==> src/include/scrub_config.svh <==
// Scrub configuration constants: scrub range, burst shape, reset pipe and ID words
`ifndef SCRUB_CONFIG_SVH
`define SCRUB_CONFIG_SVH

// ---------------------------------------------------------------------------
// Scrub range and burst shape
// ---------------------------------------------------------------------------

// Last byte address scrubbed per channel, reduced to 8 KiB
// A full 16 GiB build overrides the scrubber parameter with 64'h3_FFFF_FFFF
`define SCRB_MAX_ADDR            64'h0000_0000_0000_1FFF

// Beats per burst minus one, each beat is 64 bytes so a burst covers 1 KiB
`define SCRB_BURST_LEN_MINUS1    15
`define SCRB_BEAT_BYTES          64

// Number of DDR channels with a scrubber
`define NUM_DDR                  4

// Depth of the raw reset filter ahead of the release flops
`define RST_PIPE_STAGES          4

// Fixed PCI ID words shown on id0/id1 when debug readback is off
`define CL_SH_ID0                32'hF001_1D0F
`define CL_SH_ID1                32'h1D51_FEDC

`endif

==> src/scrub_pkg.sv <==
// Shared types for the DRAM scrub control path: addresses, ID words, selects, FSM states
`default_nettype none

package scrub_pkg;

   // Byte address into one DDR channel
   typedef logic [63:0] ddr_addr_t;

   // One 32-bit identification word
   typedef logic [31:0] id_word_t;

   // Debug readback channel select, note D sits before C
   // Values 4 to 7 are not listed and read channel A
   typedef enum logic [2:0]
   {
      SEL_DDRA = 3'd0,
      SEL_DDRB = 3'd1,
      SEL_DDRD = 3'd2,
      SEL_DDRC = 3'd3
   } ddr_sel_t;

   // Scrubber FSM
   typedef enum logic [1:0]
   {
      SCRB_IDLE,
      SCRB_RUN,
      SCRB_DONE
   } scrub_state_t;

endpackage

`default_nettype wire

==> src/ddr_scrubber.sv <==
// DDR scrubber: walks one channel's address range in fixed bursts and flags completion
`timescale 1ns/1ps
`default_nettype none

`include "scrub_config.svh"

module ddr_scrubber
#(
   parameter scrub_pkg::ddr_addr_t SCRB_MAX_ADDR         = `SCRB_MAX_ADDR,
   parameter int unsigned          SCRB_BURST_LEN_MINUS1 = `SCRB_BURST_LEN_MINUS1
)
(
   input  wire                    clk,
   input  wire                    sync_rst_n,
   input  wire                    scrb_en,
   output scrub_pkg::ddr_addr_t   scrb_addr,
   output logic                   scrb_done
);

   // Bytes covered by one burst
   localparam scrub_pkg::ddr_addr_t BURST_BYTES =
      scrub_pkg::ddr_addr_t'((SCRB_BURST_LEN_MINUS1 + 1) * `SCRB_BEAT_BYTES);

   scrub_pkg::scrub_state_t state_q;
   scrub_pkg::ddr_addr_t    next_addr;

   assign next_addr = scrb_addr + BURST_BYTES;

   // ---------------------------------------------------------------------------
   // Burst walker
   // ---------------------------------------------------------------------------
   always_ff @(posedge clk or negedge sync_rst_n)
   begin
      if (!sync_rst_n)
      begin
         state_q   <= scrub_pkg::SCRB_IDLE;
         scrb_addr <= '0;
      end
      else
      begin
         case (state_q)
            scrub_pkg::SCRB_IDLE:
            begin
               scrb_addr <= '0;
               if (scrb_en)
               begin
                  state_q <= scrub_pkg::SCRB_RUN;
               end
            end
            scrub_pkg::SCRB_RUN:
            begin
               if (!scrb_en)
               begin
                  state_q   <= scrub_pkg::SCRB_IDLE;
                  scrb_addr <= '0;
               end
               // Stop on the last burst start, the address holds there
               else if (next_addr > SCRB_MAX_ADDR)
               begin
                  state_q <= scrub_pkg::SCRB_DONE;
               end
               else
               begin
                  scrb_addr <= next_addr;
               end
            end
            scrub_pkg::SCRB_DONE:
            begin
               if (!scrb_en)
               begin
                  state_q   <= scrub_pkg::SCRB_IDLE;
                  scrb_addr <= '0;
               end
            end
            default:
            begin
               state_q   <= scrub_pkg::SCRB_IDLE;
               scrb_addr <= '0;
            end
         endcase
      end
   end

   // Done is a level for as long as the channel stays enabled
   assign scrb_done = (state_q == scrub_pkg::SCRB_DONE);

endmodule

`default_nettype wire

==> config.mk <==
export PLATFORM = sky130hd
export DESIGN_NAME = ddr_scrubber
export DESIGN_NICKNAME = d
export VERILOG_FILES = /design/src/scrub_pkg.sv /design/src/ddr_scrubber.sv
export VERILOG_INCLUDE_DIRS = /design/src /design/src/include
export SDC_FILE = /design/constraint.sdc
export NUM_CORES = 1
export LEC_CHECK = 0
export ABC_AREA = 1
export ABC_CLOCK_PERIOD_IN_PS = 6500
export BUFFER_PORTS_ARGS = -buffer_cell sky130_fd_sc_hd__buf_2
export CORE_UTILIZATION = 25
export CTS_CLUSTER_SIZE = 16
export DETAILED_ROUTE_END_ITERATION = 16
export HOLD_SLACK_MARGIN = 0.15
export PLACE_DENSITY = 0.42
export SLEW_MARGIN = 0
export SYNTH_ARGS = -nofsm -noshare
export SYNTH_HDL_FRONTEND = slang
export SYNTH_SLANG_ARGS = --single-unit
==> constraint.sdc <==
create_clock -name clk -period 6.5 [get_ports clk]
set_clock_uncertainty 0.2 [all_clocks]
set_input_delay 0.975 -clock clk [delete_from_list [all_inputs] [get_ports clk]]
set_output_delay 0.975 -clock clk [all_outputs]
set_load 0.01 [all_outputs]
# After elaboration in Yosys (flattened, before gate mapping)
# Index checks and enable logic that the tools add are counted.
totals:
  regBits: 66
classes:
  n_reduce_logical: 3
  mux: 9
  magnitude_cmp: 1
  n_addsub: 1
  n_eq_ne: 6
op_table:
  columns: ["op", "count"]
  rows:
  - ["$mux 64", 3]
  - ["$pmux 64 s2", 1]
  - ["$add 64x11->64 const B", 1]
  - ["$gt 64x13->1 const B", 1]
  - ["$mux 2", 4]
  - ["$ne 3x3->1 const B", 2]
  - ["$pmux 2 s3", 1]
  - ["$ne 2x2->1 const B", 2]
  - ["$reduce_and 3->1", 1]
  - ["$eq 2x1->1 const B", 1]
  - ["$eq 2x2->1 const B", 1]
  - ["$logic_not 2->1", 1]
  - ["$reduce_and 2->1", 1]

# Logic depth before layout (Yosys ltp)
logic_depth:
  depth_word: 5
  mapped_depth: 18
  depth_no_buf: 18

# Worst setup path before layout
# OpenSTA, ideal clock, no wires.
synth_timing:
  kind: "reg2reg"
  startpoint: "reg scrb_addr[10]"
  endpoint: "reg scrb_addr[13]"
  path_stages_with_launch: 18
  synth_period_minus_slack_ps: 2531
  setup_ps: 133
  arrival_time_ps: 2199
  n_path_buf: 1
  required_time_ps: 6167
  slack_ps: 3969
  path_cell_list: "dfrtp_1 > ha_1 > nand2_2 > nor2_8 > nand2_4 > nor2_8 > nand2_2 > nor2_2 > nand3_1 > nand2_1 > nand2_1 > nor2_1 > nand2_1 > nor2_1 > nand2_1 > nand2_4 > buf_4 > a21oi_1"
synth_between:
  elab_chain_cells: 4
  word_cells_on_any_way: 7
  classes_between: "1 x add/sub; 1 x order compare; 1 x eq/ne; 3 x mux; 1 x reduce/logical"
synth_rtl:
  columns: ["item", "line_no", "text"]
  rows:
  - ["start: declaration", "ddr_scrubber.sv:16", "output scrub_pkg::ddr_addr_t scrb_addr,"]
  - ["start signal: assignment", "ddr_scrubber.sv:64", "scrb_addr <= next_addr;"]
  - ["$add 64x11->64 *", "ddr_scrubber.sv:27", "assign next_addr = scrb_addr + BURST_BYTES;"]
  - ["$gt 64x13->1 / $mux 64 (equally long branches)", "ddr_scrubber.sv:58", "else if (next_addr > SCRB_MAX_ADDR)"]
  - ["$ne 3x3->1 (no source line) / $mux 64 (equally long branches)", null, null]
  - ["$reduce_and 2->1 (no source line) / $pmux 64 s2 (equally long branches)", null, null]
# Every way passes the cells marked *; elsewhere a longest branch is shown, timed or not. The select of a mux whose other input is x is not followed.
# A chain may end at the register's enable or synchronous reset.

# Worst setup path after layout
layout_timing:
  startpoint: "reg scrb_addr[10]"
  endpoint: "reg scrb_addr[11]"
# Same word-level chain as after synthesis.

==> results by group <==
Global route
  • All-Layer GR Usage: between 10% and 20%
  • First-pass GRT wire length: approximately 24000 µm
  • Vias in the first global route: about 4300
  • GRT overflow: 0
  • Pin count of the biggest net entering global routing: 57
  • Antenna violations before repair: 0

Floorplan
  • Die width: ~130 µm
  • Starting Density: 25.5%
  • Core ar.: approximately 16000 µm²
  • Die height: ~130 µm
  • Io pins: 68
  • Row cnt: 46
  • Die area: roughly 17000 µm²

STA
  • Setup TNS: 0 ns
  • Fin. max-slew vios: 0
  • Worst slew margin: 29.1%
  • Slew @ Worst Pin: about 1.1 ns
  • RSZ-0062 raised after global routing: false
  • Final Hold Vio Count: 0
  • Setup violators final: 0
  • Achievable Freq: between 200 and 300 MHz
  • Minimum clock period: about 3.6 ns
  • Fin crit share: 55.7%

Critical path
  • Slowest CP cell: dfrtp_1
  • CP Launch Point: scrb_addr[10]
  • CP top delay family: simple AND/OR/NAND/NOR gates
  • Crit-path max cell delay: approximately 0.47 ns
  • Worst EP required: ~6.5 ns
  • Worst Setup End Kind: flop
  • Critical Path AT: 3.62 ns
  • CP max FO: 54
  • Critical path cell sequence: ha_1, nand3_1, nor2_1, nand2_1, inv_1, nand3_1, nand2_1, nand2_1, inv_1, nand2_1, nor2_1, nand3_1, nor2_1, nand2_1, nand2_4, nand2_1, nand2_1, nand2_1
  • Setup CP Type: flop to flop
  • R2R Path Start: scrb_addr[10]
  • Crit path buffers/inverters: 2
  • Worst setup SP type: flop
  • Most used cell along the critical path: nand2_1

Pwr
  • Pleak: ~2.2 nW
  • Internal: around 510 µW
  • Overall power: ~650 µW
  • Peak VDD IR: approximately 0.083 mV
  • Switching portion of total power: between 20% and 30%
  • Comb pwr share: under 10%
  • Switching pwr: approximately 140 µW
  • Flop pwr share: between 50% and 60%
  • Pwr Density: 140 nW/µm²
  • Clock Power Share: approximately 44%

Drt
  • Routed vias: 4290
  • Total Wirelength: between 10000 and 15000 µm
  • Via-to-Cell Ratio: 4.69
  • DRC: 0
  • Drt pass-1 iters: 5
  • Initial DRC Count: 300
  • Remaining antenna violation count: 0
  • DR WL/cell: between 15 and 20 µm

Synth
  • Mapped Cells: 644
  • Yosys warns: 0
  • Post-synth cell types: 28
  • Seq/Total Area, Yosys: between 30% and 40%
  • Synthesized flop and latch total: 56
  • Post-Syn Area: between 4000 and 5000 µm²
  • Synthesized area per cell: 6.25 µm²
  • Post-synth EDFFs: 0
  • Post-synth ARST share: 100%
  • Top_reg_cell synth: dfrtp_1

Clocking
  • Clock Sinks: 56
  • Setup repair bufs after CTS: 0
  • Num CTS Buffers: 5
  • Clk Latency, worst-skew pair: 0.31 ns
  • Hold Buf Count CTS: 0
  • CTS Buffer Depth: 2
  • CTS tree: yes
  • Post-CTS resize count: 0
  • Root buf cell: clkbuf_16
  • Clk pin slew, worst setup/hold paths: 0.07 ns
  • Htree depth: 2

Finish
  • Commonest non-fill, non-tap cell in the layout: nand2_1
  • Nets: roughly 700
  • P&R area growth vs syn: 15.2%
  • ANT cells: 0
  • Share of cells above drive strength 1: about an eighth
  • Commonest cells after routing, fill and taps aside: nand2_1, nor2_1, inv_1, buf_2, dfrtp_1

Min path
  • Min-Delay Path Class: flop to flop
  • Min-delay src: state_q[0]

Placed design
  • Port buffer count: 57
  • HPWL Detailed: ~11000 µm
  • GPL Wtd Cong: between 0.8 and 0.9

Job
  • MaxCap Viol Count: 0

Status
  • Status: finished clean
==> worst reg2reg max path: stages (launching register included) <==
cell	delay, ns
dfrtp_1	0.47
ha_1	0.24
nand3_1	0.13
nor2_1	0.22
nand2_1	0.18
inv_1	0.26
nand3_1	0.17
nand2_1	0.09
nand2_1	0.05
inv_1	0.05
nand2_1	0.05
nor2_1	0.15
nand3_1	0.09
nor2_1	0.15
nand2_1	0.13
nand2_4	0.47
nand2_1	0.22
nand2_1	0.11
nand2_1	0.05
==> power groups by stage <==
| stage | Sequential [mW] | Clock [mW] | Combinational, mW |
|---|---|---|---|
| 2_1_floorplan | 0.357 | 0 | 0.00961 |
| 3_3_place_gp | 0.357 | 0 | 0.0157 |
| 3_5_place_dp | 0.357 | 0 | 0.0157 |
| 4_1_cts | 0.350 | 0.297 | 0.0156 |
| 5_1_grt | 0.351 | 0.305 | 0.0180 |
| 6_report | 0.350 | 0.282 | 0.0148 |
==> routing by layer <==
| metal | part of all wire, % | track usage [%] | vias to the layer above |
|---|---|---|---|
| met5 | 0 | 0 | - |
| met4 | 1.3 | 4.78 | 0 |
| met3 | 5.5 | 3.20 | 14 |
| met2 | 46 | 31.8 | 110 |
| met1 | 47 | 25.2 | 2049 |
| li1 | - | - | 2117 |
==> registers in the layout (all words and copies together) (netlist names) <==
name	cells
scrb_addr	54
state_q	2
==> cell families after synthesis <==
| group | count (synthesis) | share of synthesized area (%) |
|---|---|---|
| AO/OA/AOI/OAI | 61 | 7.84 |
| XOR/XNOR | 4 | 0.871 |
| adder cells (fa/ha/maj) | 2 | 0.622 |
| buffers and inverters | 93 | 10.2 |
| flip-flops | 56 | 34.8 |
| other | 1 | 0.0932 |
| AND/OR/NAND/NOR | 427 | 45.6 |
==> final timing paths <==
check / endpoint / slack (ns) / cells past startpoint
worst max-delay path: scrb_addr[11] / 2.88 / 18
min in group asynchronous: scrb_addr[39] / 0.61 / 2
max in group asynchronous: scrb_addr[44] / 4.99 / 2
worst max register to register: scrb_addr[11] / 2.88 / 18
worst min register to register: state_q[0] / 0.30 / 1
worst min-delay path: state_q[0] / 0.30 / 1
==> final cells by class <==
| cell class | count | area (µm²) |
|---|---|---|
| clock buffer | 8 | 146 |
| tap | 216 | 270 |
| inverter | 73 | 274 |
| fill | 1836 | 11100 |
| sequential | 56 | 1400 |
| multi-input combinational | 504 | 2250 |
| timing repair buffer | 58 | 293 |
==> through the flow <==
step / hold slack, ns / cell area, µm² / utilization (%) / instances / setup slack (ns)
global route: 0.331 / 4630 / 29.4 / 915 / 2.46
CTS: 0.306 / 4630 / 29.4 / 915 / 2.85
floorplan: 0.241 / 4060 / - / 653 / 3.97
detailed placement: 0.297 / 4490 / 28.5 / 907 / 2.86
finish: 0.299 / 4630 / 29.4 / 915 / 2.88
global placement: 0.293 / 4490 / 28.5 / 907 / 2.90
==> cells in the mapped netlist (all sizes together) (2+ instances only) <==
cell    count  share of area (%)
nor2      118                 13
buf        15                2.9
nor3        2               0.25
ha          2               0.62
nand4      19                3.0
a21boi      4               0.75
inv        73                6.8
dfrtp      56                 35
a21oi      49                6.1
clkbuf      5               0.47
xor2        4               0.87
nand3      44                5.5
o21ai       8               0.99
nand2     240                 23
Power figures use the tool's default switching activity.
