===== src/include/scrub_config.svh =====
// Scrub configuration constants: scrub range, burst shape, reset pipe and ID words
`ifndef SCRUB_CONFIG_SVH
`define SCRUB_CONFIG_SVH

// ---------------------------------------------------------------------------
// Scrub range and burst shape
// ---------------------------------------------------------------------------

// Last byte address scrubbed per channel, reduced to 8 KiB
// A full 16 GiB build overrides the scrubber parameter with 64'h3_FFFF_FFFF
`define SCRB_MAX_ADDR            64'h0000_0000_0000_1FFF

// Beats per burst minus one, each beat is 64 bytes so a burst covers 1 KiB
`define SCRB_BURST_LEN_MINUS1    15
`define SCRB_BEAT_BYTES          64

// Number of DDR channels with a scrubber
`define NUM_DDR                  4

// Depth of the raw reset filter ahead of the release flops
`define RST_PIPE_STAGES          4

// Fixed PCI ID words shown on id0/id1 when debug readback is off
`define CL_SH_ID0                32'hF001_1D0F
`define CL_SH_ID1                32'h1D51_FEDC

`endif


===== src/scrub_pkg.sv =====
// Shared types for the DRAM scrub control path: addresses, ID words, selects, FSM states
`default_nettype none

package scrub_pkg;

   // Byte address into one DDR channel
   typedef logic [63:0] ddr_addr_t;

   // One 32-bit identification word
   typedef logic [31:0] id_word_t;

   // Debug readback channel select, note D sits before C
   // Values 4 to 7 are not listed and read channel A
   typedef enum logic [2:0]
   {
      SEL_DDRA = 3'd0,
      SEL_DDRB = 3'd1,
      SEL_DDRD = 3'd2,
      SEL_DDRC = 3'd3
   } ddr_sel_t;

   // Scrubber FSM
   typedef enum logic [1:0]
   {
      SCRB_IDLE,
      SCRB_RUN,
      SCRB_DONE
   } scrub_state_t;

endpackage

`default_nettype wire


===== src/scrub_id_readout.sv =====
// ID readout: registers the fixed PCI ID words or a selected channel's scrub address
`timescale 1ns/1ps
`default_nettype none

`include "scrub_config.svh"

module scrub_id_readout
(
   input  wire                    clk,
   input  wire                    sync_rst_n,
   input  wire                    dbg_en,
   input  scrub_pkg::ddr_sel_t    dbg_sel,
   input  scrub_pkg::ddr_addr_t   addr_a,
   input  scrub_pkg::ddr_addr_t   addr_b,
   input  scrub_pkg::ddr_addr_t   addr_c,
   input  scrub_pkg::ddr_addr_t   addr_d,
   output scrub_pkg::id_word_t    id0,
   output scrub_pkg::id_word_t    id1
);

   scrub_pkg::ddr_addr_t sel_addr;

   // Channel pick, unlisted select codes fall back to A
   always_comb
   begin
      case (dbg_sel)
         scrub_pkg::SEL_DDRB: sel_addr = addr_b;
         scrub_pkg::SEL_DDRD: sel_addr = addr_d;
         scrub_pkg::SEL_DDRC: sel_addr = addr_c;
         default:             sel_addr = addr_a;
      endcase
   end

   // id0 carries the low half, id1 the high half
   always_ff @(posedge clk or negedge sync_rst_n)
   begin
      if (!sync_rst_n)
      begin
         id0 <= `CL_SH_ID0;
         id1 <= `CL_SH_ID1;
      end
      else if (dbg_en)
      begin
         id0 <= sel_addr[31:0];
         id1 <= sel_addr[63:32];
      end
      else
      begin
         id0 <= `CL_SH_ID0;
         id1 <= `CL_SH_ID1;
      end
   end

endmodule

`default_nettype wire


===== config.mk =====
export PLATFORM = sky130hd
export DESIGN_NAME = scrub_id_readout
export DESIGN_NICKNAME = d
export VERILOG_FILES = /design/src/scrub_pkg.sv /design/src/scrub_id_readout.sv
export VERILOG_INCLUDE_DIRS = /design/src /design/src/include
export SDC_FILE = /design/constraint.sdc
export NUM_CORES = 1
export LEC_CHECK = 0
export BUFFER_PORTS_ARGS = -buffer_cell sky130_fd_sc_hd__buf_2
export CORE_AREA = 2 2 126 128
export DETAILED_ROUTE_END_ITERATION = 8
export DIE_AREA = 0 0 128 130
export GPL_ROUTABILITY_DRIVEN = 0
export HOLD_SLACK_MARGIN = 0.15
export PLACE_DENSITY = 0.58
export SKIP_LAST_GASP = 1
export SLEW_MARGIN = 20
export SYNTH_ARGS = -nofsm -noshare
export SYNTH_HDL_FRONTEND = slang
export SYNTH_SLANG_ARGS = --single-unit

===== constraint.sdc =====
create_clock -name clk -period 0.8 [get_ports clk]
set_clock_uncertainty 0.2 [all_clocks]
set_input_delay 0.12 -clock clk [delete_from_list [all_inputs] [get_ports clk]]
set_output_delay 0.12 -clock clk [all_outputs]
set_load 0.005 [all_outputs]

After elaboration in Yosys (flattened, before gate mapping)
Cells that the tools add are included.

Bitwise logic cells: 0. Multiply operators: 0. Order comparisons: 0. Equal/unequal tests: 3. Multiplexer cells: 3. Reductions and logical operators: 0. Add/subtract/negate cells: 0. Div/mod/pow operators: 0. Shift-type cells: 0.

Operators with widths (number): one-hot mux 64 bit (3 select lines) (1); two-way mux 32 bit (2); == test 3 x 2 -> 1 bit (second input constant) (2); == test 3 x 1 -> 1 bit (second input constant) (1).

Bits in registers: 64. Memories kept: 0. Output and inout bits: 64. Input port bits: 262. RAM bits: 0. Bits in latches: 0. ROM bits: 0.

Longest topological paths before layout
Gate-level depths: netlist of the first run.

Depth after elaboration: 3. Mapped depth: 6. Gate-level depth less buffers: 3.

Least setup slack after synthesis of the first run
No wires, ideal clock.

Path kind: input port to flip-flop. Start: input port dbg_sel[1]. End: register id0[13]. Cell stages on the path: 5. Arrival time: 0.933 ns. Slack: -0.454 ns. Library setup time: 0.121 ns. Cell sequence: buf_6 -> or3b_4 -> buf_6 -> o21ai_1 -> nor2_1.

Cells in the longest elaborated chain, start to end: 3.

RTL lines: start, declared (line scrub_id_readout.sv:12) `input scrub_pkg::ddr_sel_t dbg_sel,`; == test 3 x 2 -> 1 bit / == test 3 x 1 -> 1 bit (equally long branches) (line scrub_id_readout.sv:26) `case (dbg_sel)`; one-hot mux 64 bit (3 select lines) (*) (line scrub_id_readout.sv:26); two-way mux 32 bit (*) (line scrub_id_readout.sv:42) `else if (dbg_en)`; end signal, assigned (line scrub_id_readout.sv:39) `` id0 <= `CL_SH_ID0; ``; end signal, assigned (line scrub_id_readout.sv:44) `id0 <= sel_addr[31:0];`; end signal, assigned (line scrub_id_readout.sv:49) `` id0 <= `CL_SH_ID0; ``; end, declared (line scrub_id_readout.sv:17) `output scrub_pkg::id_word_t id0,`.

Every way passes the cells marked *; elsewhere a longest branch is shown, timed or not.

Worst setup path after layout of the first run
Start: register id0[28]. End: output port id0[28].

No word-level cell between the ends.

==> impl_metrics.toml, run 1 <==
[detailed_routing]
drt_pass1_iterations = 4
drt-initial-drc-count = 151
drc_errors = 0
avgRoutedWirePerCell_um = 19.0
drtAntennaViolNets = 0
via_per_inst = 4.86
wirelength_um = 17800
vias = 4556

[floorplanning]
io_pins = 326
start_util = 0.239
core-area_sq_um = 15400
die_area_sq_um = 16600
dieHeight_um = 130
row_count = 46
fp.dieW_um = 128

[clocking]
clock_path_buffers = 2
htreeDepth = 3
cts_buffers = 9
cts_tree = "yes"
root_buffer = "clkbuf_16"
cts_sinks = 64
cts_hold_buf = 1
clk_pin_slew_ps = 60

[synthesis]
synth_cells = 368
yosys.area.top_type = "dfstp_2"
yosys.area.top_type_share = 0.228
async_reset_ff_frac = 1.00
synth_edf_count = 0
synthMuxAreaShare = 0.159
synthSimpleGateAreaFrac = 0.126
syn-num-nets = 630
synthAdderAreaFrac = 0
synth.area.top_cells = "dfstp_2, dfrtp_1, mux2_2, a22oi_1, o22ai_1"
synth_compound_area_frac = 0.208
syn_area_sq_um = 3680
ys_types = 32
ys_top_cells_by_count = "mux2_2, nand2_1"
synthXorXnorAreaFrac = 0
yosysWarnings = 0
synth_top_family_by_area = "compound AO/OA/AOI/OAI gates"
avgSynthCellArea_sq_um = 10.0
ys_seq_area_frac = 0.446
synth-main-ff-cell = "dfstp_2"
ys_ff_latch = 64

[setup_path]
crit_path_end_kind = "output port"
path_cells = "buf_6"
worstSetupStartpointType = "flop"
crit_type = "flop to output port"
cp_top_family = "flip-flops"
critPathMaxFanout = 1
cp_slowest_stage_delay_ps = 520
cp_num_buf_inv = 1
cp.arrival_ps = 950
cp_slowest_cell = "dfstp_2"
required_ps = 480

[global_route]
grt_max_degree = 34
track_usage = 0.198
grt_pass1_wl_um = 24500
grt-ovfl-total = 0
antenna_found_initial = 0
grt_pass1_vias = 4591

[pwr]
power_density_nw_per_um2 = 1410
cellLeakagePower_nw = 3.76
irDropWorstVdd_v = 0.000853

[timing]
fin_worst_hold_slack_ps = -200
worst_slack_ps = -471
fmax_mhz = 787
rsz0062_at_grt = "yes"
setup_viol = 128
relSlewSlack = 0.870
worst_slew_pin_slew_ps = 191
post-route-min-period_ps = 1270
hold_violations = 64
post-route-period-util = 1.59
drv_slew = 0

[placed_design]
hpwl_um = 10900
portBuffers = 325

[cells_and_area]
layout-drive-gt1-share = 0.830
antenna_cells = 0
area_growth_pct = 110
final_util = 0.501
final_nets = 1002
fill_cells = 1425

[run_status]
status = "finished, violations left"
violations = "hold timing, setup timing"

[min_path]
worst_hold_path_type = "input pin to flop"

[flow_run]
maxCapViolCount = 0
## power breakdown
| part | total [mW] | internal (mW) | switching [mW] |
|---|---|---|---|
| Clock | 3.85 | 2.44 | 1.41 |
| Combinational | 3.38 | 1.95 | 1.43 |
| Sequential | 3.66 | 3.58 | 0.0829 |
## routing by layer
layer / up-vias / GRT usage / share of wire
met1: 2197 / 0.226 / 0.39
met5: - / 0 / 0
li1: 2113 / - / -
met4: 0 / 0.0640 / 0.020
met2: 220 / 0.356 / 0.52
met3: 26 / 0.0566 / 0.073
## through the flow
step	std cells	setup WS, ps	area (sq um)	setup TNS [ps]	total power, mW
6_report	937	-471	7730	-40780	10.9
3_3_place_gp	883	-705	5810	-45310	6.02
3_5_place_dp	883	-703	5810	-45590	6.04
5_1_grt	937	-507	7730	-44440	11.4
4_1_cts	938	-493	7470	-42930	10.8
2_1_floorplan	368	-450	3820	-23780	4.74
## sequential cells by signal, indices dropped and copies added, names as in the netlist
signal and count:
id0 32, id1 32
## cell usage in the layout, fill, tap and decap left out, drive strengths merged, types with 2 or more instances in the layout
| cell type | instances |
|---|---|
| o21ai | 32 |
| bufbuf | 3 |
| o22ai | 32 |
| dfstp | 32 |
| nand2 | 45 |
| dfrtp | 32 |
| nor2 | 32 |
| clkbuf | 20 |
| mux2i | 2 |
| a22oi | 30 |
| nor2b | 5 |
| o2111ai | 15 |
| nand3 | 16 |
| mux2 | 49 |
| buf | 389 |
## final timing paths
kind	end	start	slack, ps	depth (start not counted)
min in group asynchronous	id0[26]$_DFF_PN0_	sync_rst_n	180	3
hold / removal	id1[24]$_DFF_PN1_	addr_b[56]	-200	3
setup / recovery	id0[28]	id0[28]$_DFF_PN1_	-470	1
max in group asynchronous	id0[1]$_DFF_PN1_	sync_rst_n	0	3
## area by class of cell
class	instances	area, sq um	area share
multi-input cells	268	2540	0.328
repair buffers	397	3020	0.391
clock buffers	16	292	0.0377
well taps	192	240	0.0311
flip-flops and latches	64	1640	0.212
## kinds of logic (layout without fill, tap and decap cells)
group / after synthesis / count (layout)
AOI/OAI and AO/OA: 114 / 114
buffers and inverters: 36 / 413
DFF: 64 / 64
muxes: 51 / 51
and+or+nand+nor: 103 / 103
## repair_timing
| action | in CTS | in global routing |
|---|---|---|
| setup endpoints to repair | 128 | 157 |
| buffers inserted | 23 | 4 |
| endpoints found under the hold margin | 128 | 64 |
| pin swaps | 53 | 33 |
| gates cloned | 18 | 4 |
| gates resized for setup | 173 | 62 |
Note: power is estimated with default switching activity, not from simulation.
==> run 2, diff against run 1 <==
--- a/config.mk
+++ b/config.mk
@@ -7,12 +7,12 @@
 export NUM_CORES = 1
 export LEC_CHECK = 0
 export BUFFER_PORTS_ARGS = -buffer_cell sky130_fd_sc_hd__buf_2
-export CORE_AREA = 2 2 126 128
+export CORE_AREA = 2 2 128 130
 export DETAILED_ROUTE_END_ITERATION = 8
-export DIE_AREA = 0 0 128 130
+export DIE_AREA = 0 0 130 132
 export GPL_ROUTABILITY_DRIVEN = 0
 export HOLD_SLACK_MARGIN = 0.15
-export PLACE_DENSITY = 0.58
+export PLACE_DENSITY = 0.54
 export SKIP_LAST_GASP = 1
 export SLEW_MARGIN = 20
 export SYNTH_ARGS = -nofsm -noshare
==> constraint.sdc (replaced) <==
create_clock -name clk -period 1.2 [get_ports clk]
set_clock_uncertainty 0.2 [all_clocks]
set_input_delay 0.18 -clock clk [delete_from_list [all_inputs] [get_ports clk]]
set_output_delay 0.18 -clock clk [all_outputs]
set_load 0.005 [all_outputs]
==> run 2 against run 1 <==
- the run ends with setup timing left
- sequential cell count unchanged
- clock power down 38%
- setup slack better by 320 ps
- critical path type unchanged
- global-route usage down 0.14 points
- combinational power down 38%
- design area up 2.0%
==> impl_metrics.toml, run 2 (synthesis results as in run 1) <==
[cells_and_area]
final_nets = 1123
final_util = 0.502
layout-drive-gt1-share = 0.542
mostFrequentLayoutCell = "buf_2"
layout_common_cells = "buf_2, dlygate4sd3_1, nand2_1, mux2_2"
area_growth_pct = 114
antenna_cells = 0
top_regs = "id0: 32 flops, id1: 32 flops"

[clocking]
cts_tree = "yes"
cts_sinks = 64
cts_buffers = 9
root_buffer = "clkbuf_16"
cts_hold_buf = 159
htreeDepth = 3
clk_pin_slew_ps = 60
clock_path_buffers = 2

[setup_path]
critPathMaxFanout = 1
critPathLaunch = "id1[13]$_DFF_PN1_"
cp_slowest_stage_delay_ps = 530
path_cells = "buf_2"
endpoint = "id1[13]"
worstSetupStartpointType = "flop"
required_ps = 820
cp_slowest_cell = "dfstp_2"
cp_top_family = "flip-flops"
crit_path_end_kind = "output port"
cp_num_cells = 1
crit_type = "flop to output port"
cp_num_buf_inv = 1
cp.arrival_ps = 970

[timing]
relSlewSlack = 0.788
post-route-min-period_ps = 1350
setup_tns_ps = -3980
worst_slack_ps = -149
fmax_mhz = 741
setup_viol = 36
fin_worst_hold_slack_ps = 19.8
hold_violations = 0
post-route-period-util = 1.12
rsz0062_at_grt = "yes"
drv_slew = 0
worst_slew_pin_slew_ps = 318

[run_status]
violations = "setup timing"
status = "finished, violations left"

[pwr]
p_clk_frac = 0.343
switching_share = 0.268
internal_power_mw = 5.06
p_seq_frac = 0.354
power_density_nw_per_um2 = 876
irDropWorstVdd_v = 0.000711
cellLeakagePower_nw = 3.74
power_mw = 6.90
power.net_switching_mw = 1.85
power_frac_comb = 0.303

[floorplanning]
row_count = 46
io_pins = 326
fp.dieW_um = 130
die_area_sq_um = 17200
core-area_sq_um = 15700
start_util = 0.234
dieHeight_um = 132

[global_route]
grt_max_degree = 35
grt-ovfl-total = 0
gr-usage-met3 = 0.0487
antenna_found_initial = 0
grt_pass1_vias = 5184
met1_usage = 0.197
track_usage = 0.196
busiest_layer = "met2"
use_met2 = 0.368
grt_pass1_wl_um = 26000

[flow_run]
maxCapViolCount = 0

[detailed_routing]
vias = 4978
drt_pass1_iterations = 4
drt-initial-drc-count = 171
drtAntennaViolNets = 0
avgRoutedWirePerCell_um = 16.7
via_per_inst = 4.60
wirelength_um = 18100
drc_errors = 0

[placed_design]
portBuffers = 325
hpwl_um = 11400

[min_path]
worst_hold_path_type = "input pin to flop"
min_from = "addr_d[11]"
[run 2: changes by cell type in the layout (fill, tap and decap cells not counted), moves of 12 or more]
cell,before,now
dlygate4sd3_1,1,159
o21ai_2,29,4
o21ai_1,0,26
nand3_1,1,16
mux2_4,17,4
nand2_4,15,0
nand2_1,26,45
mux2_2,32,45
a22oi_1,0,29
a22oi_2,30,1
nand3_2,15,0
buf_6,38,26
[run 2: how the worst min path moves through the flow]
| stage | endpoint | slack, ps | depth (start not counted) |
|---|---|---|---|
| floorplan | id0[13]$_DFF_PN0_ | -320 | 0 |
| global placement | id1[22]$_DFF_PN1_ | 150 | 1 |
| detailed placement | id1[20]$_DFF_PN1_ | 150 | 1 |
| CTS | id0[10]$_DFF_PN1_ | -4 | 4 |
| global route | id0[11]$_DFF_PN1_ | 20 | 4 |
| finish | id0[11]$_DFF_PN1_ | 20 | 4 |
[run 2: area by class of cell]
| cell class | instances | area [sq um] |
|---|---|---|
| fillers | 1441 | 7830 |
| multi-input cells | 268 | 1840 |
| clock buffers | 10 | 229 |
| well taps | 216 | 270 |
| flip-flops and latches | 64 | 1640 |
| repair buffers | 518 | 3860 |
| clock inverters | 6 | 35.0 |
[run 2: repair_timing]
action | 4_1_cts | 5_1_grt
setup endpoints to repair | 78 | 73
gates cloned | 0 | 2
setup buffers | 1 | 4
hold endpoints to repair | 128 | 59
gates resized for setup | 15 | 18
[run 2: routing by layer]
| metal | share of wire | routed length, um | up-vias |
|---|---|---|---|
| met5 | 0 | 0 | - |
| met4 | 0.042 | 753 | 0 |
| met3 | 0.080 | 1450 | 60 |
| met2 | 0.52 | 9450 | 274 |
| met1 | 0.35 | 6400 | 2298 |
| li1 | - | - | 2346 |
[run 2: per-stage QoR]
step                std cells  instance area, sq um  setup WS (ps)
floorplan                 368                  3700           -110
global placement          900                  5750           -365
detailed placement        900                  5750           -397
CTS                      1076                  7700           -167
global route             1082                  7880           -170
finish                   1082                  7880           -149
[run 2: power groups by stage]
stage          combinational (mW)  clock, mW  sequential (mW)
5_1_grt                      2.25       2.57             2.46
3_5_place_dp                 1.53          0             2.46
4_1_cts                      1.98       2.46             2.44
3_3_place_gp                 1.53          0             2.46
6_report                     2.09       2.37             2.45
2_1_floorplan               0.621          0             2.49
